<file path="config.mk">
export PLATFORM = sky130hd
export DESIGN_NAME = trap_unit
export DESIGN_NICKNAME = d
export VERILOG_FILES = /design/src/common/trap_pkg.sv /design/src/rtl/irq_arbiter.sv /design/src/rtl/trap_dispatch.sv /design/src/csr/csr_file.sv /design/src/csr/csr_read_mux.sv /design/src/rtl/trap_unit.sv
export VERILOG_INCLUDE_DIRS = /design/src /design/src/common
export SDC_FILE = /design/constraint.sdc
export NUM_CORES = 1
export LEC_CHECK = 0
export ABC_AREA = 1
export BUFFER_PORTS_ARGS = -buffer_cell sky130_fd_sc_hd__buf_2
export CORE_MARGIN = 5
export CORE_UTILIZATION = 39
export DETAILED_ROUTE_END_ITERATION = 8
export HOLD_SLACK_MARGIN = 0.15
export SLEW_MARGIN = 10
export SYNTH_ARGS = -nofsm -noshare
export SYNTH_HDL_FRONTEND = slang
export SYNTH_HIERARCHICAL = 1
export SYNTH_SLANG_ARGS = --single-unit
</file>
<file path="constraint.sdc">
create_clock -name clk -period 2.9 [get_ports clk]
set_input_delay 0.145 -clock clk [delete_from_list [all_inputs] [get_ports clk]]
set_output_delay 0.145 -clock clk [all_outputs]
set_load 0.1 [all_outputs]
</file>
<file path="src/common/trap_settings.svh">
// Build-time settings for the machine-mode trap and CSR block.
`ifndef TRAP_SETTINGS_SVH
`define TRAP_SETTINGS_SVH

// Register and data width.
`define TRAP_XLEN           32

// Lowest external interrupt number, the external lines sit above it in mip.
`define TRAP_IRQ_LO         16

// Machine timer interrupt bit.
`define TRAP_TIMER_IRQ      7

// Cycles mstatus.MIE has to stay set before interrupts are taken.
`define TRAP_MIE_SETTLE     2

// Constant ID registers.
`define TRAP_MARCHID        32'd37
`define TRAP_HARTID         32'd0
// Major version 2, divider latency 2 in bits 21:16.
`define TRAP_MIMPID         32'h0002_0200

// RV32 with A, C, I and M.
`define TRAP_MISA           32'h4000_1105

// mstatus after reset, MPP is machine.
`define TRAP_MSTATUS_RESET  32'h0000_1800

`endif

</file>
<file path="src/common/trap_pkg.sv">
// Types shared by the trap and CSR block and its testbench.
`include "trap_settings.svh"

package trap_pkg;

    // Width of a trap or interrupt cause code.
    localparam int CAUSE_W = 5;

    // Implemented machine CSR addresses.
    typedef enum logic [11:0] {
        CSR_MSTATUS    = 12'h300,
        CSR_MISA       = 12'h301,
        CSR_MEDELEG    = 12'h302,
        CSR_MIDELEG    = 12'h303,
        CSR_MIE        = 12'h304,
        CSR_MTVEC      = 12'h305,
        CSR_MSTATUSH   = 12'h310,
        CSR_MSCRATCH   = 12'h340,
        CSR_MEPC       = 12'h341,
        CSR_MCAUSE     = 12'h342,
        CSR_MTVAL      = 12'h343,
        CSR_MIP        = 12'h344,
        CSR_MVENDORID  = 12'hf11,
        CSR_MARCHID    = 12'hf12,
        CSR_MIMPID     = 12'hf13,
        CSR_MHARTID    = 12'hf14,
        CSR_MCONFIGPTR = 12'hf15
    } csr_addr_e;

    // Synchronous exception causes.
    typedef enum logic [CAUSE_W-1:0] {
        ECAUSE_IALIGN   = 5'd0,
        ECAUSE_IACCESS  = 5'd1,
        ECAUSE_IILLEGAL = 5'd2,
        ECAUSE_EBREAK   = 5'd3,
        ECAUSE_LALIGN   = 5'd4,
        ECAUSE_LACCESS  = 5'd5,
        ECAUSE_SALIGN   = 5'd6,
        ECAUSE_SACCESS  = 5'd7,
        ECAUSE_U_ECALL  = 5'd8,
        ECAUSE_S_ECALL  = 5'd9,
        ECAUSE_M_ECALL  = 5'd11,
        ECAUSE_IPAGE    = 5'd12,
        ECAUSE_LPAGE    = 5'd13,
        ECAUSE_SPAGE    = 5'd15
    } ecause_e;

    // Privilege levels.
    typedef enum logic [1:0] {
        PRIV_U = 2'b00,
        PRIV_M = 2'b11
    } priv_e;

    // Kind of event handled in a cycle.
    typedef enum logic [1:0] {
        EVT_NONE,
        EVT_EXC,
        EVT_IRQ,
        EVT_RET
    } evt_kind_e;

    // CSR access from the core.
    typedef struct packed {
        logic                  we;
        csr_addr_e             addr;
        logic [`TRAP_XLEN-1:0] wdata;
    } csr_req_t;

    // CSR read result.
    typedef struct packed {
        logic [`TRAP_XLEN-1:0] rdata;
        logic                  exists;
        logic                  rdonly;
    } csr_rsp_t;

    // Retiring instruction.
    typedef struct packed {
        logic                  valid;
        logic                  trap;
        ecause_e               cause;
        logic [`TRAP_XLEN-1:1] pc;
        logic [`TRAP_XLEN-1:0] insn;
        logic [`TRAP_XLEN-1:0] vaddr;
    } retire_t;

    // Event applied to the CSRs.
    typedef struct packed {
        evt_kind_e             kind;
        logic [CAUSE_W-1:0]    cause;
        logic [`TRAP_XLEN-1:1] epc;
        logic [`TRAP_XLEN-1:0] tval;
    } trap_evt_t;

    // Redirect to the trap vector.
    typedef struct packed {
        logic                  irq;
        logic                  exc;
        logic [CAUSE_W-1:0]    cause;
        logic [`TRAP_XLEN-1:0] vec;
    } take_t;

    // Snapshot of the writable machine CSRs.
    typedef struct packed {
        logic                  mstatus_mie;
        logic                  mstatus_mpie;
        priv_e                 mstatus_mpp;
        logic [`TRAP_XLEN-1:0] mie;
        logic [`TRAP_XLEN-1:2] mtvec;
        logic [`TRAP_XLEN-1:0] mscratch;
        logic [`TRAP_XLEN-1:1] mepc;
        logic                  mcause_int;
        logic [CAUSE_W-1:0]    mcause_no;
        logic [`TRAP_XLEN-1:0] mtval;
    } csr_state_t;

endpackage

</file>
<file path="src/rtl/irq_arbiter.sv">
// Interrupt arbiter that latches the lines and picks the lowest enabled cause.
`timescale 1ns/1ps
`include "trap_settings.svh"

module irq_arbiter (
    input  logic                                           clk,
    input  logic                                           rst,
    input  logic [`TRAP_XLEN-`TRAP_IRQ_LO-1:0]             irq,
    input  logic                                           timer_irq,
    input  trap_pkg::csr_state_t                           state,
    output logic [`TRAP_XLEN-1:0]                          mip,
    output logic                                           irq_pending,
    output logic [trap_pkg::CAUSE_W-1:0]                   irq_cause
);
    import trap_pkg::*;

    // Lines placed at their mip positions.
    logic [`TRAP_XLEN-1:0]       mip_next;
    // Pending and enabled.
    logic [`TRAP_XLEN-1:0]       irq_mask;
    // History of mstatus.MIE.
    logic [`TRAP_MIE_SETTLE-1:0] mie_hist;
    logic                        irq_en;

    always_comb begin
        mip_next = '0;
        mip_next[`TRAP_XLEN-1:`TRAP_IRQ_LO] = irq;
        mip_next[`TRAP_TIMER_IRQ] = timer_irq;
    end

    // One register stage before the lines show in mip.
    always_ff @(posedge clk) begin
        if (rst) begin
            mip <= '0;
        end else begin
            mip <= mip_next;
        end
    end

    assign irq_mask = mip & state.mie;

    // Scan downwards so the lowest set bit is the last one written.
    always_comb begin
        irq_cause = '0;
        for (int i = `TRAP_XLEN - 1; i >= 0; i--) begin
            if (irq_mask[i]) begin
                irq_cause = CAUSE_W'(i);
            end
        end
    end

    // MIE must have been seen set for the whole settle window.
    always_ff @(posedge clk) begin
        if (rst) begin
            mie_hist <= '0;
        end else begin
            mie_hist <= {mie_hist[`TRAP_MIE_SETTLE-2:0], state.mstatus_mie};
        end
    end

    assign irq_en      = (&mie_hist) && state.mstatus_mie;
    assign irq_pending = (|irq_mask) && irq_en;

endmodule

</file>
<file path="src/rtl/trap_dispatch.sv">
// Trap dispatcher that picks interrupt, exception or return and tracks privilege.
`timescale 1ns/1ps
`include "trap_settings.svh"

module trap_dispatch (
    input  logic                         clk,
    input  logic                         rst,
    input  trap_pkg::retire_t            retire,
    input  logic                         mret,
    input  logic                         irq_pending,
    input  logic [trap_pkg::CAUSE_W-1:0] irq_cause,
    input  trap_pkg::csr_state_t         state,
    output trap_pkg::trap_evt_t          evt,
    output trap_pkg::take_t              take,
    output logic [`TRAP_XLEN-1:1]        ret_epc,
    output trap_pkg::priv_e              cur_priv
);
    import trap_pkg::*;

    // Value for mtval, chosen by exception cause.
    logic [`TRAP_XLEN-1:0] exc_tval;

    always_comb begin
        case (retire.cause)
            ECAUSE_IALIGN, ECAUSE_IACCESS, ECAUSE_IPAGE: exc_tval = {retire.pc, 1'b0};
            ECAUSE_IILLEGAL: exc_tval = retire.insn;
            ECAUSE_LALIGN, ECAUSE_LACCESS, ECAUSE_LPAGE,
            ECAUSE_SALIGN, ECAUSE_SACCESS, ECAUSE_SPAGE: exc_tval = retire.vaddr;
            default: exc_tval = '0;
        endcase
    end

    // Interrupt first, then exception, then return.
    always_comb begin
        evt       = '0;
        evt.kind  = EVT_NONE;
        evt.epc   = retire.pc;
        if (irq_pending && retire.valid) begin
            evt.kind  = EVT_IRQ;
            evt.cause = irq_cause;
        end else if (retire.trap) begin
            evt.kind  = EVT_EXC;
            evt.cause = retire.cause;
            evt.tval  = exc_tval;
        end else if (mret) begin
            evt.kind  = EVT_RET;
        end
    end

    assign take.irq   = (evt.kind == EVT_IRQ);
    assign take.exc   = (evt.kind == EVT_EXC);
    assign take.cause = evt.cause;
    // Direct mode only.
    assign take.vec   = {state.mtvec, 2'b00};

    assign ret_epc = state.mepc;

    // Traps enter machine mode, MRET goes back to MPP.
    always_ff @(posedge clk) begin
        if (rst) begin
            cur_priv <= PRIV_M;
        end else if (evt.kind == EVT_IRQ || evt.kind == EVT_EXC) begin
            cur_priv <= PRIV_M;
        end else if (evt.kind == EVT_RET) begin
            cur_priv <= state.mstatus_mpp;
        end
    end

endmodule

</file>
<file path="src/csr/csr_file.sv">
// Machine CSR storage, updated by traps, returns and CSR writes.
`timescale 1ns/1ps
`include "trap_settings.svh"

module csr_file (
    input  logic                 clk,
    input  logic                 rst,
    input  trap_pkg::csr_req_t   csr_req,
    input  trap_pkg::trap_evt_t  evt,
    input  trap_pkg::priv_e      cur_priv,
    output trap_pkg::csr_state_t state
);
    import trap_pkg::*;

    // Reset image of mstatus.
    localparam logic [`TRAP_XLEN-1:0] MSTATUS_RST = `TRAP_MSTATUS_RESET;

    // Trap or interrupt taken this cycle.
    logic trap_take;
    // MPP value legalised from the write data.
    priv_e wr_mpp;

    assign trap_take = (evt.kind == EVT_EXC) || (evt.kind == EVT_IRQ);

    // Anything other than 0 selects machine.
    assign wr_mpp = (csr_req.wdata[12:11] != 2'b00) ? PRIV_M : PRIV_U;

    always_ff @(posedge clk) begin
        if (rst) begin
            state.mstatus_mie  <= MSTATUS_RST[3];
            state.mstatus_mpie <= MSTATUS_RST[7];
            state.mstatus_mpp  <= priv_e'(MSTATUS_RST[12:11]);
            state.mie          <= '0;
            state.mtvec        <= '0;
            state.mscratch     <= '0;
            state.mepc         <= '0;
            state.mcause_int   <= 1'b0;
            state.mcause_no    <= '0;
            state.mtval        <= '0;

        end else if (trap_take) begin
            // Save context and disable interrupts.
            state.mstatus_mpie <= state.mstatus_mie;
            state.mstatus_mie  <= 1'b0;
            state.mstatus_mpp  <= cur_priv;
            state.mcause_int   <= (evt.kind == EVT_IRQ);
            state.mcause_no    <= evt.cause;
            state.mepc         <= evt.epc;
            state.mtval        <= evt.tval;

        end else if (evt.kind == EVT_RET) begin
            // Restore the interrupt enable.
            state.mstatus_mie  <= state.mstatus_mpie;

        end else if (csr_req.we) begin
            // Plain CSR write.
            case (csr_req.addr)
                CSR_MSTATUS: begin
                    state.mstatus_mie  <= csr_req.wdata[3];
                    state.mstatus_mpie <= csr_req.wdata[7];
                    state.mstatus_mpp  <= wr_mpp;
                end
                CSR_MIE: begin
                    state.mie <= csr_req.wdata;
                end
                CSR_MTVEC: begin
                    // Vector is word aligned, direct mode.
                    state.mtvec <= csr_req.wdata[`TRAP_XLEN-1:2];
                end
                CSR_MSCRATCH: begin
                    state.mscratch <= csr_req.wdata;
                end
                CSR_MEPC: begin
                    state.mepc <= csr_req.wdata[`TRAP_XLEN-1:1];
                end
                CSR_MCAUSE: begin
                    state.mcause_int <= csr_req.wdata[`TRAP_XLEN-1];
                    state.mcause_no  <= csr_req.wdata[CAUSE_W-1:0];
                end
                CSR_MTVAL: begin
                    state.mtval <= csr_req.wdata;
                end
                default: begin
                    // Read-only or hardwired, write is dropped.
                end
            endcase
        end
    end

endmodule

</file>
<file path="src/csr/csr_read_mux.sv">
// CSR read decoder giving data, existence and read-only flag per address.
`timescale 1ns/1ps
`include "trap_settings.svh"

module csr_read_mux (
    input  trap_pkg::csr_addr_e   csr_addr,
    input  trap_pkg::csr_state_t  state,
    input  logic [`TRAP_XLEN-1:0] mip,
    output trap_pkg::csr_rsp_t    csr_rsp
);
    import trap_pkg::*;

    // mstatus built from its fields.
    logic [`TRAP_XLEN-1:0] mstatus;
    // mcause built from its fields.
    logic [`TRAP_XLEN-1:0] mcause;

    always_comb begin
        mstatus        = '0;
        mstatus[3]     = state.mstatus_mie;
        mstatus[7]     = state.mstatus_mpie;
        mstatus[12:11] = state.mstatus_mpp;
    end

    always_comb begin
        mcause                 = '0;
        mcause[`TRAP_XLEN-1]   = state.mcause_int;
        mcause[CAUSE_W-1:0]    = state.mcause_no;
    end

    always_comb begin
        csr_rsp        = '0;
        csr_rsp.exists = 1'b1;
        case (csr_addr)
            CSR_MSTATUS:  csr_rsp.rdata = mstatus;
            // Constant, writes are ignored.
            CSR_MISA:     csr_rsp.rdata = `TRAP_MISA;
            // No delegation without S-mode.
            CSR_MEDELEG:  csr_rsp.rdata = '0;
            CSR_MIDELEG:  csr_rsp.rdata = '0;
            CSR_MIE:      csr_rsp.rdata = state.mie;
            CSR_MTVEC:    csr_rsp.rdata = {state.mtvec, 2'b00};
            CSR_MSTATUSH: csr_rsp.rdata = '0;
            CSR_MSCRATCH: csr_rsp.rdata = state.mscratch;
            CSR_MEPC:     csr_rsp.rdata = {state.mepc, 1'b0};
            CSR_MCAUSE:   csr_rsp.rdata = mcause;
            CSR_MTVAL:    csr_rsp.rdata = state.mtval;
            CSR_MIP:      csr_rsp.rdata = mip;
            // ID registers.
            CSR_MVENDORID: begin
                csr_rsp.rdata  = '0;
                csr_rsp.rdonly = 1'b1;
            end
            CSR_MARCHID: begin
                csr_rsp.rdata  = `TRAP_MARCHID;
                csr_rsp.rdonly = 1'b1;
            end
            CSR_MIMPID: begin
                csr_rsp.rdata  = `TRAP_MIMPID;
                csr_rsp.rdonly = 1'b1;
            end
            CSR_MHARTID: begin
                csr_rsp.rdata  = `TRAP_HARTID;
                csr_rsp.rdonly = 1'b1;
            end
            CSR_MCONFIGPTR: begin
                csr_rsp.rdata  = '0;
                csr_rsp.rdonly = 1'b1;
            end
            default: begin
                // Not implemented.
                csr_rsp.exists = 1'b0;
            end
        endcase
    end

endmodule

</file>
<file path="src/rtl/trap_unit.sv">
// Machine-mode trap and CSR block top level.
`timescale 1ns/1ps
`include "trap_settings.svh"

module trap_unit (
    input  logic                                   clk,
    input  logic                                   rst,
    input  trap_pkg::csr_req_t                     csr_req,
    output trap_pkg::csr_rsp_t                     csr_rsp,
    input  trap_pkg::retire_t                      retire,
    input  logic                                   mret,
    input  logic [`TRAP_XLEN-`TRAP_IRQ_LO-1:0]     irq,
    input  logic                                   timer_irq,
    output trap_pkg::take_t                        take,
    output logic [`TRAP_XLEN-1:1]                  ret_epc,
    output trap_pkg::priv_e                        cur_priv
);
    import trap_pkg::*;

    // Latched interrupt lines.
    logic [`TRAP_XLEN-1:0] mip;
    logic                  irq_pending;
    logic [CAUSE_W-1:0]    irq_cause;
    // Event of this cycle.
    trap_evt_t             evt;
    // CSR register snapshot.
    csr_state_t            state;

    irq_arbiter irq_arbiter_i (
        .clk         (clk),
        .rst         (rst),
        .irq         (irq),
        .timer_irq   (timer_irq),
        .state       (state),
        .mip         (mip),
        .irq_pending (irq_pending),
        .irq_cause   (irq_cause)
    );

    trap_dispatch trap_dispatch_i (
        .clk         (clk),
        .rst         (rst),
        .retire      (retire),
        .mret        (mret),
        .irq_pending (irq_pending),
        .irq_cause   (irq_cause),
        .state       (state),
        .evt         (evt),
        .take        (take),
        .ret_epc     (ret_epc),
        .cur_priv    (cur_priv)
    );

    csr_file csr_file_i (
        .clk      (clk),
        .rst      (rst),
        .csr_req  (csr_req),
        .evt      (evt),
        .cur_priv (cur_priv),
        .state    (state)
    );

    csr_read_mux csr_read_mux_i (
        .csr_addr (csr_req.addr),
        .state    (state),
        .mip      (mip),
        .csr_rsp  (csr_rsp)
    );

endmodule

</file>
==> results of run 1 <==
final cells by class:
cell class	count	share of cell area, %
Multi-Input combinational cell	1617	44.0
Sequential cell	188	23.4
Timing Repair Buffer	407	19.1
Inverter	265	6.20
Tap cell	448	3.48
Clock buffer	17	2.64
Clock inverter	15	1.23
cells by family after synthesis:
kind of cell             Yosys count  synth area share [%]
AO/OA/AOI/OAI                    151                  5.81
flip-flops                       188                  28.5
other                              2                0.0569
AND/OR/NAND/NOR                 1443                  46.0
buffers and inverters            510                  19.0
adder cells (fa/ha/maj)            6                 0.569
metrics by stage:
step	area, um^2	setup TNS [ns]	std cells	util (%)	power, mW
3_3_place_gp	14500	0	2839	43.3	4.33
3_5_place_dp	14500	-2.17	2839	43.3	4.34
2_1_floorplan	13200	0	2315	-	4.00
6_report	16100	0	2957	48.1	6.92
5_1_grt	16100	-0.000477	2957	48.1	7.22
4_1_cts	15900	0	2951	47.6	6.93
state kept, by name (all words and copies together) (netlist names):
name,count
irq_arbiter_i/mie_hist,2
csr_file_i/state,167
irq_arbiter_i/mip,17
trap_dispatch_i/cur_priv,2
cells in the mapped netlist (all sizes together):
cell,instances,area [um^2]
a31oi,1,6.26
and2,1,6.26
nor2,447,1800
nand3,296,1510
inv,264,991
a21oi,107,536
buf,198,1340
a32o,1,10.0
o21ai,40,200
nor3b,1,12.5
nand4,31,194
ha,6,75.1
clkinv,1,3.75
o31ai,1,7.51
clkbuf,47,176
dfxtp,188,3760
conb,2,7.51
nand2,667,2540
o211ai,1,7.51
per-layer routing:
metal  vias to the layer above  track usage, %  routed length [um]
met5                         -               0                   7
met4                         2            6.38                1090
met3                        66            3.84                3810
met2                       547            37.5               21300
met1                      6455            37.7               23600
li1                       7335               -                   -
power by group through the flow:
stage | registers [mW] | logic, mW | clock network (mW)
3_5_place_dp | 2.87 | 1.47 | 0
5_1_grt | 2.83 | 1.72 | 2.67
2_1_floorplan | 2.82 | 1.18 | 0
6_report | 2.82 | 1.58 | 2.53
4_1_cts | 2.81 | 1.56 | 2.56
3_3_place_gp | 2.87 | 1.46 | 0
repair_timing:
action,4_1_cts,5_1_grt
hold endpoints to repair,142,0
gates resized for setup,2,21
setup buffers,0,1
hold buffers,80,0
cloned,0,5
pin swaps,0,7
endpoints found under the setup margin,79,169
worst min-delay path by stage:
stage | from | endpoint | cells past startpoint
global placement | irq[13] | irq_arbiter_i/mip[29] | 3
finish | rst | irq_arbiter_i/mip[17] | 2
floorplan | irq[0] | irq_arbiter_i/mip[16] | 2
detailed placement | irq[12] | irq_arbiter_i/mip[28] | 3
CTS | rst | irq_arbiter_i/mip[16] | 2
global route | rst | irq_arbiter_i/mip[28] | 2
critical path, cell delays in order, from the launching register on:
cell                        delay (ns)
sky130_fd_sc_hd__dfxtp_1          0.35
sky130_fd_sc_hd__nand2_1          0.12
sky130_fd_sc_hd__nand2_1          0.08
sky130_fd_sc_hd__inv_2            0.07
sky130_fd_sc_hd__nand3_2          0.09
sky130_fd_sc_hd__nor2_4           0.18
sky130_fd_sc_hd__a21oi_4          0.09
sky130_fd_sc_hd__nand2_1          0.09
sky130_fd_sc_hd__inv_1            0.07
sky130_fd_sc_hd__a21oi_2          0.14
sky130_fd_sc_hd__inv_2            0.08
sky130_fd_sc_hd__inv_2            0.07
sky130_fd_sc_hd__ha_4             0.14
sky130_fd_sc_hd__nand2_4          0.07
sky130_fd_sc_hd__nor3b_4          0.30
sky130_fd_sc_hd__nand3_4          0.23
sky130_fd_sc_hd__clkbuf_16        0.27
sky130_fd_sc_hd__nor2_1           0.10
sky130_fd_sc_hd__nor2_1           0.05
cell usage in the layout (no fill, tap or decap), types with 31 or more instances in the layout:
master                          Yosys  routed
sky130_fd_sc_hd__nand2_1          657     651
sky130_fd_sc_hd__buf_12             0      31
sky130_fd_sc_hd__dfxtp_1          188     187
sky130_fd_sc_hd__nor2_2            29      32
sky130_fd_sc_hd__o21ai_0           39      39
sky130_fd_sc_hd__dlygate4sd3_1      0      80
sky130_fd_sc_hd__nand4_1           31      31
sky130_fd_sc_hd__nand3_1          291     290
sky130_fd_sc_hd__inv_1            257     254
sky130_fd_sc_hd__buf_2             58     252
sky130_fd_sc_hd__nor2_1           411     405
sky130_fd_sc_hd__buf_4            129      38
sky130_fd_sc_hd__a21oi_1          107     105
==> flow_summary_export.csv, run 1 <==
group,metric,value,unit
sta,tightest_slew,0.683,ns
logic_synthesis,yosys.cell_types.count,30,
worst_setup_path,startpoint_to_endpoint_class_of_the_critical_path,"reg2reg",
clock_tree,worstSkewPairLatency,0.45,ns
logic_synthesis,synthCells,2300,
power,p_switching,2.42,mW
floorplanning,dieArea,0.0376,mm^2
sta,skew,0.0153,ns
layout,fill_cells,3534,
logic_synthesis,synth_seq_area_share,28.5,%
placed_design,numPortBuffers,270,
grt,maximum_number_of_pins_on_one_net_before_global_route_repair,64,
worst_setup_path,crit_path_max_fanout,15,
placed_design,gpl_congestion,0.915,
route,route.antenna.remaining_nets,0,
logic_synthesis,synth.ff_latch_count,188,
power,seqPwrFrac,40.7,%
sta,layout_worst_path_cycle_share,94.1,%
layout,final_layout_net_count,2669,
layout,register_area,0.00376,mm^2
floorplanning,rows,67,
grt,grt.overflow.total,0,
grt,grt_first_pass_wirelength,76.4,mm
worst_setup_path,worstSetupEndpoint,"csr_file_i/state[106]",
worst_setup_path,worst_setup_path_start_kind,"register",
power,clock_power_share,36.5,%
clock_tree,cts-root-buf,"sky130_fd_sc_hd__clkbuf_16",
worst_hold_path,min-delay-path-class,"in2reg",
logic_synthesis,synth.avg_cell_area,5.73,um^2
worst_setup_path,reg2reg_depth,18,
route,detail_route.drc_violations,0,
clock_tree,longest_clk_path_bufs,2,
sta,fin_ws,0.171,ns
run,drv.max_cap_violation_count,0,
grt,grt_pass1_vias,13400,
grt,initial_antenna_violation_count,1,
clock_tree,clock_sinks,188,
power,cellLeakagePower,8.87,nW
sta,slew_headroom,54.3,%
clock_tree,tritoncts.num_buffers,17,
floorplanning,floorplan.die.height,194,um
clock_tree,htreeDepth,4,
worst_setup_path,critical_path.endpoint_type,"register",
floorplanning,io-pin-count,273,
worst_setup_path,worstReg2RegStart,"irq_arbiter_i/mip[17]",
clock_tree,clk_pin_slew_worst_paths,0.08,ns
floorplanning,chipWidth,194,um
route,drtPass1Iterations,5,
sta,timing_hold_violations_final,0,
power,swShare,35.0,%
placed_design,post-place-ws,-0.0643,ns
worst_setup_path,ff2ff_setup_slack,0.17,ns
sta,min_period,2.73,ns
grt,all_layer_global_routing_usage,25.1,%
layout,final_layout_size_suffix_gt1_share,17.5,%
logic_synthesis,synth_warnings,6,
sta,hold_slack,0.160,ns
layout,multi_input_area,0.00708,mm^2
worst_setup_path,worst-endpoint-required,3.24,ns
layout,area_delta_synth_final,22.0,%
power,p_comb_share,22.8,%
floorplanning,floorplan.initialDensity,39.4,%
placed_design,hpwlAfterDp,37.0,mm
layout,antennaDiodeCount,0,
route,vias_per_cell,4.87,
route,detail_route.wirelength,49.8,mm
sta,achievable-frequency,0.366,GHz
route,via_count,14400,
outcome,status,"finished clean",
sta,setup_viol_count_final,0,
floorplanning,core_area,0.0334,mm^2
power,intPower,4.50,mW
logic_synthesis,synth_area,0.0132,mm^2
worst_setup_path,r2r_end,"csr_file_i/state[106]",
power,power_density,430,mW/mm^2
worst_setup_path,worst_ep_arrival_time,3.07,ns
sta,maxSlewViolCount,0,
route,drtIter0Drc,1349,
route,post_drt_wl_per_cell,16.9,um
power,power.ir.vdd_worst,0.349,mV
worst_setup_path,setup.worst_path.start,"irq_arbiter_i/mip[17]",
clock_tree,cts_tree,"yes",
Power figures use the tool's default switching activity.
==> run 2, diff against run 1 <==
- SYNTH_HIERARCHICAL: 1 -> default
==> run 2 against run 1 <==
Effect of this change: critical path type is now reg2out; sequential share of layout area increased by 4.1 points; clock skew increased by 0.0036 ns; critical path depth decreased by 6; design area decreased by 15%; utilization increased by 6.7 points; via count decreased by 23%; sequential power about the same; non-clock buffer count increased by 53; power decreased by 6.4%; highest routed layer is now met4.
==> flow_summary_export.csv, run 2 <==
group,metric,value,unit
worst_setup_path,ff2ff_setup_slack,0.18,ns
clock_tree,clock_sinks,188,
sta,layout_worst_path_cycle_share,94.4,%
logic_synthesis,synth_largest_area_cell,"sky130_fd_sc_hd__dfxtp_1",
layout,largest_register_ffs,167,
layout,biggestRegsByFlops,"csr_file_i.state (167), irq_arbiter_i.mip (17)",
worst_setup_path,critical_path.cell_chain,"nand2_1 -> nand4_1 -> nor3_2 -> nand2_1 -> nor4_2 -> nor2_2 -> buf_4 -> buf_4 -> nor2_4 -> inv_2 -> o21ai_0 -> clkbuf_4",
run,drv.max_cap_violation_count,0,
grt,grt.overflow.total,0,
grt,maximum_number_of_pins_on_one_net_before_global_route_repair,82,
floorplanning,floorplan.die.height,169,um
worst_setup_path,critical_path.endpoint_type,"output pin",
logic_synthesis,synth_async_sr_flop_share,0,%
floorplanning,rows,58,
clock_tree,cts-root-buf,"sky130_fd_sc_hd__clkbuf_16",
logic_synthesis,largest_cells_by_area_after_synthesis,"sky130_fd_sc_hd__dfxtp_1, sky130_fd_sc_hd__nand2_1, sky130_fd_sc_hd__o21ai_0",
placed_design,placed_area,0.0116,mm^2
layout,antennaDiodeCount,0,
sta,skew,0.0189,ns
clock_tree,worstSkewPairLatency,0.45,ns
route,route.antenna.remaining_nets,0,
route,detail_route.drc_violations,0,
clock_tree,tritoncts.num_buffers,17,
clock_tree,cts_tree,"yes",
logic_synthesis,synth_seq_area_share,38.3,%
worst_setup_path,worstReg2RegStart,"irq_arbiter_i.mip[30]",
logic_synthesis,synth.avg_cell_area,7.00,um^2
worst_hold_path,hold_start,"retire[46]",
layout,multi_input_area,0.00460,mm^2
layout,register_area,0.00376,mm^2
layout,finish.instance_area,0.0137,mm^2
logic_synthesis,synth_area,0.00982,mm^2
floorplanning,io-pin-count,273,
layout,final_core_utilization,54.8,%
logic_synthesis,synth.most_common_cell,"sky130_fd_sc_hd__nand2_1",
placed_design,hpwlAfterDp,29.3,mm
grt,all_layer_global_routing_usage,26.9,%
logic_synthesis,synth_warnings,0,
power,power.ir.vdd_worst,0.381,mV
route,drtIter0Drc,1250,
sta,min_period,2.74,ns
worst_setup_path,startpoint_to_endpoint_class_of_the_critical_path,"reg2out",
sta,achievable-frequency,0.365,GHz
route,post_drt_wl_per_cell,19.3,um
placed_design,placed_cells,1893,
worst_setup_path,cp_slowest_stage_delay,0.41,ns
layout,layout_common_cells,"sky130_fd_sc_hd__nand2_1, sky130_fd_sc_hd__buf_2, sky130_fd_sc_hd__dfxtp_1",
layout,final_layout_size_suffix_gt1_share,22.6,%
worst_hold_path,min-delay-path-class,"in2reg",
floorplanning,core_area,0.0250,mm^2
logic_synthesis,synth.ff_latch_count,188,
floorplanning,floorplan.initialDensity,39.4,%
logic_synthesis,synthDominantCellAreaShare,38.3,%
grt,grt_first_pass_wirelength,59.7,mm
logic_synthesis,yosys.cell_types.count,44,
floorplanning,dieArea,0.0285,mm^2
route,drtPass1Iterations,9,
worst_setup_path,reg2reg_depth,15,
clock_tree,clk_pin_slew_worst_paths,0.07,ns
worst_setup_path,crit_path_max_fanout,5,
logic_synthesis,synth_enable_flop_cells,0,
worst_hold_path,min_delay_worst_endpoint,"csr_file_i.state[14]",
worst_hold_path,number_of_cells_on_the_worst_hold_path,5,
sta,maxSlewViolCount,0,
logic_synthesis,synth.cells.most_frequent,"sky130_fd_sc_hd__nand2_1, sky130_fd_sc_hd__dfxtp_1, sky130_fd_sc_hd__o21ai_0, sky130_fd_sc_hd__inv_1, sky130_fd_sc_hd__a21oi_1",
sta,timing_hold_violations_final,0,
layout,fill_cells,2419,
sta,tightest_slew,0.948,ns
sta,slew_headroom,36.8,%
clock_tree,longest_clk_path_bufs,2,
layout,final_layout_net_count,1902,
layout,area_delta_synth_final,39.3,%
power,cellLeakagePower,5.93,nW
outcome,status,"finished clean",
logic_synthesis,primary_ff_master_synth,"sky130_fd_sc_hd__dfxtp_1",
worst_setup_path,worst_ep_arrival_time,2.59,ns
layout,top_register,"csr_file_i.state",
placed_design,numPortBuffers,270,
sta,setup_viol_count_final,0,
floorplanning,chipWidth,169,um
layout,final_common_cell,"sky130_fd_sc_hd__nand2_1",
logic_synthesis,synthCells,1403,
route,detail_route.wirelength,39.9,mm
grt,initial_antenna_violation_count,0,
route,via_count,11000,
worst_setup_path,worst_setup_path_start_kind,"register",
clock_tree,htreeDepth,4,
layout,final_cells,2073,
worst_setup_path,cpMaxStageDelayCell,"sky130_fd_sc_hd__clkbuf_4",
worst_setup_path,combined_buffer_and_inverter_count_along_the_critical_path,4,
worst_setup_path,r2r_end,"csr_file_i.state[11]",
worst_setup_path,worst-endpoint-required,2.76,ns
sta,rsz0062_at_grt,"no",
worst_setup_path,crit_family,"simple AND/OR/NAND/NOR gates",
route,vias_per_cell,5.33,
grt,grt_pass1_vias,10200,
power,power_density,473,mW/mm^2
placed_design,gpl_congestion,0.965,
## run 2: cell types whose count changed after synthesis, sizes merged, moves of 65 or more
cell / before / now
buf: 198 / 99
o21ai: 40 / 160
nand2: 667 / 279
nand3: 296 / 63
nor2: 447 / 103
inv: 264 / 162
a31oi: 1 / 66
## run 2: how the worst max path moves through the flow
stage,from,endpoint,slack (ns),cells after the start
floorplan,irq_arbiter_i.mip[23],csr_file_i.state[35],-0.72,11
global placement,irq_arbiter_i.mip[31],csr_file_i.state[164],0.13,16
detailed placement,irq_arbiter_i.mip[31],csr_file_i.state[11],0.07,15
CTS,irq_arbiter_i.mip[31],csr_file_i.state[11],0.02,15
global route,csr_file_i.state[150],csr_file_i.state[31],0.004,16
finish,irq_arbiter_i.mip[30],take[35],0.16,12
## run 2: worst reg2reg max path: cells and delay by family, from the launching register on
family | cells | cell delay (ns)
buf+inv | 3 | 0.41
compound gates | 3 | 0.59
flops | 1 | 0.32
simple gates | 8 | 0.98
fa+ha+maj | 1 | 0.29
## run 2: layer usage
metal  vias to the layer above  global-route usage [%]  share of wire (%)
li1                       5326                       -                  -
met1                      5121                    40.1                 45
met2                       547                    38.5                 42
met3                        50                    7.61                 11
met4                         0                    5.82                1.5
met5                         -                       0                  0
## run 2: layout make-up
class                      count  area share, %
multi-input combinational    901           33.7
sequential                   188           27.5
timing repair buffer         460           27.3
inverter                     162           4.44
clock buffer                  18           3.14
tap                          330           3.02
clock inverter                14          0.951
## run 2: stage by stage
stage / total power [mW] / worst slack (ns) / hold slack, ns / TNS, ns
after floorplan: 3.72 / -0.722 / 0.252 / -2.45
after global placement: 4.05 / 0.127 / 0.358 / 0
after detailed placement: 4.06 / 0.0674 / 0.354 / 0
after CTS: 6.44 / 0.0167 / 0.160 / 0
after global routing: 6.71 / 0.00418 / 0.189 / 0
final: 6.48 / 0.163 / 0.166 / 0
## run 2: cell families (layout without fill, tap and decap cells)
logic type	count (synthesis)	after routing	share of synthesized area, %
AOI/OAI and AO/OA	418	418	24.8
and+or+nand+nor	476	476	20.4
adders and majority gates	5	5	0.637
DFF	188	188	38.3
other	1	2	0.0382
buffers and inverters	315	654	15.8
## run 2: report_power, final
group	leakage [nW]	switching [mW]	internal (mW)
clock network	0.273	1.13	1.13
logic	4.12	0.936	0.448
registers	1.53	0.122	2.71
## run 2: repair_timing
item | in CTS | in global routing
setup endpoints to repair | 0 | 72
hold buffers | 141 | 0
resized for setup | 0 | 16
setup buffers | 0 | 5
endpoints found under the hold margin | 175 | 0
==> run 3, diff against run 2 <==
- CORE_UTILIZATION: 39 -> 53
- PLACE_DENSITY: default -> 0.81
==> run 3 against run 2 <==
Effect of this change: sequential power about the same; utilization is 20 points higher; count of clock-buffer cells in the layout increased by 3; power is 3.4% higher; register-to-register slack got worse by 0.06 ns; sequential share of layout area up 0.36 points; global-route usage is 9.1 points higher; die area is 25% lower; critical path depth is 4 higher; flip-flop and latch count unchanged; clock power grew 9.7%; largest cell class unchanged.
==> flow_summary_export.csv, run 3 (synthesized netlist as in run 2, its figures left out) <==
group,metric,value,unit
worst_setup_path,worstReg2RegStart,"irq_arbiter_i.mip[19]",
worst_setup_path,cp_slowest_stage_delay,0.33,ns
route,vias_per_cell,5.99,
worst_hold_path,number_of_cells_on_the_worst_hold_path,4,
floorplanning,floorplan.initialDensity,54.3,%
sta,skew,0.00927,ns
worst_setup_path,reg2reg_depth,16,
route,detail_route.drc_violations,0,
layout,final_cells,1958,
power,p_switching,2.14,mW
layout,top_register,"csr_file_i.state",
power,power_density,496,mW/mm^2
clock_tree,tritoncts.num_buffers,17,
power,clock_power_share,37.0,%
floorplanning,core_area,0.0181,mm^2
worst_setup_path,critical_path_depth,16,
route,drtPass1Iterations,6,
layout,multi_input_area,0.00461,mm^2
layout,register_area,0.00376,mm^2
floorplanning,dieArea,0.0214,mm^2
outcome,status,"finished clean",
sta,maxSlewViolCount,0,
clock_tree,cts_tree,"yes",
clock_tree,htreeDepth,4,
worst_hold_path,hold_start,"retire[32]",
layout,fill_cells,1347,
sta,tightest_slew,0.948,ns
power,swShare,32.0,%
layout,largest_register_ffs,167,
floorplanning,io-pin-count,273,
layout,final_common_cell,"sky130_fd_sc_hd__nand2_1",
layout,final_layout_size_suffix_gt1_share,22.0,%
grt,initial_antenna_violation_count,0,
floorplanning,rows,49,
power,report.power.total,6.70,mW
grt,grt_pass1_vias,10900,
sta,final.setup.tns,0,ns
grt,grt.overflow.total,0,
placed_design,hpwlAfterDp,27.3,mm
route,drtIter0Drc,1904,
worst_setup_path,critical_path.cell_chain,"nand2_1 -> nand2_1 -> a21oi_1 -> nand2_1 -> nor4_2 -> nor2_2 -> inv_1 -> o21ai_1 -> inv_1 -> ha_4 -> nor2_1 -> nor2_2 -> a21boi_4 -> buf_12 -> o21ai_0 -> a31oi_1",
placed_design,placed_cells,1786,
worst_setup_path,worst_ep_arrival_time,3.13,ns
floorplanning,floorplan.die.height,146,um
sta,slew_headroom,36.8,%
route,detail_route.wirelength,40.6,mm
floorplanning,chipWidth,146,um
worst_setup_path,crit_path_max_fanout,32,
worst_setup_path,r2r_end,"csr_file_i.state[9]",
layout,final_core_utilization,74.7,%
layout,layout_common_cells,"sky130_fd_sc_hd__nand2_1, sky130_fd_sc_hd__buf_2, sky130_fd_sc_hd__dfxtp_1",
grt,maximum_number_of_pins_on_one_net_before_global_route_repair,82,
worst_setup_path,startpoint_to_endpoint_class_of_the_critical_path,"reg2reg",
layout,area_delta_synth_final,37.4,%
sta,timing_hold_violations_final,0,
grt,grt_first_pass_wirelength,61.4,mm
sta,setup_viol_count_final,0,
clock_tree,cts-root-buf,"sky130_fd_sc_hd__clkbuf_16",
placed_design,gpl_congestion,1.02,
route,via_count,11700,
worst_setup_path,combined_buffer_and_inverter_count_along_the_critical_path,3,
clock_tree,worstSkewPairLatency,0.43,ns
sta,layout_worst_path_cycle_share,95.8,%
worst_setup_path,worst_setup_path_start_kind,"register",
route,route.antenna.remaining_nets,0,
worst_hold_path,min-delay-path-class,"in2reg",
power,power.ir.vdd_worst,0.407,mV
layout,biggestRegsByFlops,"csr_file_i.state (167), irq_arbiter_i.mip (17)",
power,cellLeakagePower,5.88,nW
worst_setup_path,critical_path.endpoint_type,"register",
grt,all_layer_global_routing_usage,36.0,%
power,seqPwrFrac,42.2,%
worst_setup_path,worst-endpoint-required,3.25,ns
clock_tree,longest_clk_path_bufs,2,
route,post_drt_wl_per_cell,20.7,um
sta,achievable-frequency,0.360,GHz
power,intPower,4.56,mW
power,p_comb_share,20.8,%
worst_setup_path,critical_path.most_common_cell,"sky130_fd_sc_hd__nand2_1",
worst_setup_path,crit_family,"compound AO/OA/AOI/OAI gates",
worst_setup_path,ff2ff_setup_slack,0.12,ns
run,drv.max_cap_violation_count,0,
worst_setup_path,cpMaxStageDelayCell,"sky130_fd_sc_hd__dfxtp_1",
layout,final_layout_net_count,1887,
sta,min_period,2.78,ns
placed_design,numPortBuffers,270,
clock_tree,clock_sinks,188,
worst_hold_path,min_delay_worst_endpoint,"csr_file_i.state[0]",
clock_tree,clk_pin_slew_worst_paths,0.07,ns
-- run 3: power groups by stage --
stage / clock (mW) / sequential (mW) / combinational, mW
2_1_floorplan: 0 / 2.83 / 0.896
3_3_place_gp: 0 / 2.87 / 1.13
3_5_place_dp: 0 / 2.87 / 1.15
4_1_cts: 2.46 / 2.81 / 1.32
5_1_grt: 2.57 / 2.83 / 1.46
6_report: 2.48 / 2.83 / 1.39
-- run 3: repair_timing --
| action | in CTS | in global routing |
|---|---|---|
| buffers inserted | 0 | 1 |
| hold buffers | 136 | 0 |
| cloned | 1 | 1 |
| setup endpoints to repair | 10 | 75 |
| pin swaps | 0 | 2 |
| resized for setup | 3 | 9 |
| hold endpoints to repair | 174 | 0 |
-- run 3: cell type report --
type                    count  share of cell area (%)
repair buffers            445                    26.8
clock inverters            11                    1.15
diodes                      1                  0.0185
well taps                 229                    2.12
clock buffers              21                    3.41
multi-input cells         901                    34.1
inverters                 162                    4.50
flip-flops and latches    188                    27.9
-- run 3: routing by layer --
metal  track usage (%)  vias up  share of wire (%)
li1                  -     5294                  -
met1              49.8     5360                 39
met2              54.1      933                 43
met3              10.8      134                 14
met4              11.7        0                3.4
met5                 0        -                  0
-- run 3: worst max path at each step --
stage,startpoint,to,slack (ns)
2_1_floorplan,irq_arbiter_i.mip[23],csr_file_i.state[35],-0.72
3_3_place_gp,irq_arbiter_i.mip[30],csr_file_i.state[1],0.05
3_5_place_dp,csr_file_i.state[156],csr_file_i.state[1],-0.03
4_1_cts,csr_file_i.state[156],csr_file_i.state[0],-0.03
5_1_grt,csr_file_i.state[156],csr_file_i.state[165],-0.02
6_report,irq_arbiter_i.mip[19],csr_file_i.state[9],0.12
-- run 3: worst register-to-register path, stage by stage (launching register included) --
cell and delay, ns:
sky130_fd_sc_hd__dfxtp_1 0.33, sky130_fd_sc_hd__nand2_1 0.10, sky130_fd_sc_hd__nand2_1 0.10, sky130_fd_sc_hd__a21oi_1 0.06
sky130_fd_sc_hd__nand2_1 0.09, sky130_fd_sc_hd__nor4_2 0.04, sky130_fd_sc_hd__nor2_2 0.21, sky130_fd_sc_hd__inv_1 0.08
sky130_fd_sc_hd__o21ai_1 0.16, sky130_fd_sc_hd__inv_1 0.16, sky130_fd_sc_hd__ha_4 0.31, sky130_fd_sc_hd__nor2_1 0.06
sky130_fd_sc_hd__nor2_2 0.15, sky130_fd_sc_hd__a21boi_4 0.26, sky130_fd_sc_hd__buf_12 0.21, sky130_fd_sc_hd__o21ai_0 0.14
sky130_fd_sc_hd__a31oi_1 0.23
-- run 3: metrics by stage --
step / setup slack [ns] / hold WS (ns) / cell area, um^2
2_1_floorplan: -0.722 / 0.252 / 9840
6_report: 0.121 / 0.160 / 13500
3_5_place_dp: -0.0319 / 0.356 / 11400
4_1_cts: -0.0334 / 0.151 / 13400
3_3_place_gp: 0.0517 / 0.355 / 11400
5_1_grt: -0.0172 / 0.161 / 13500
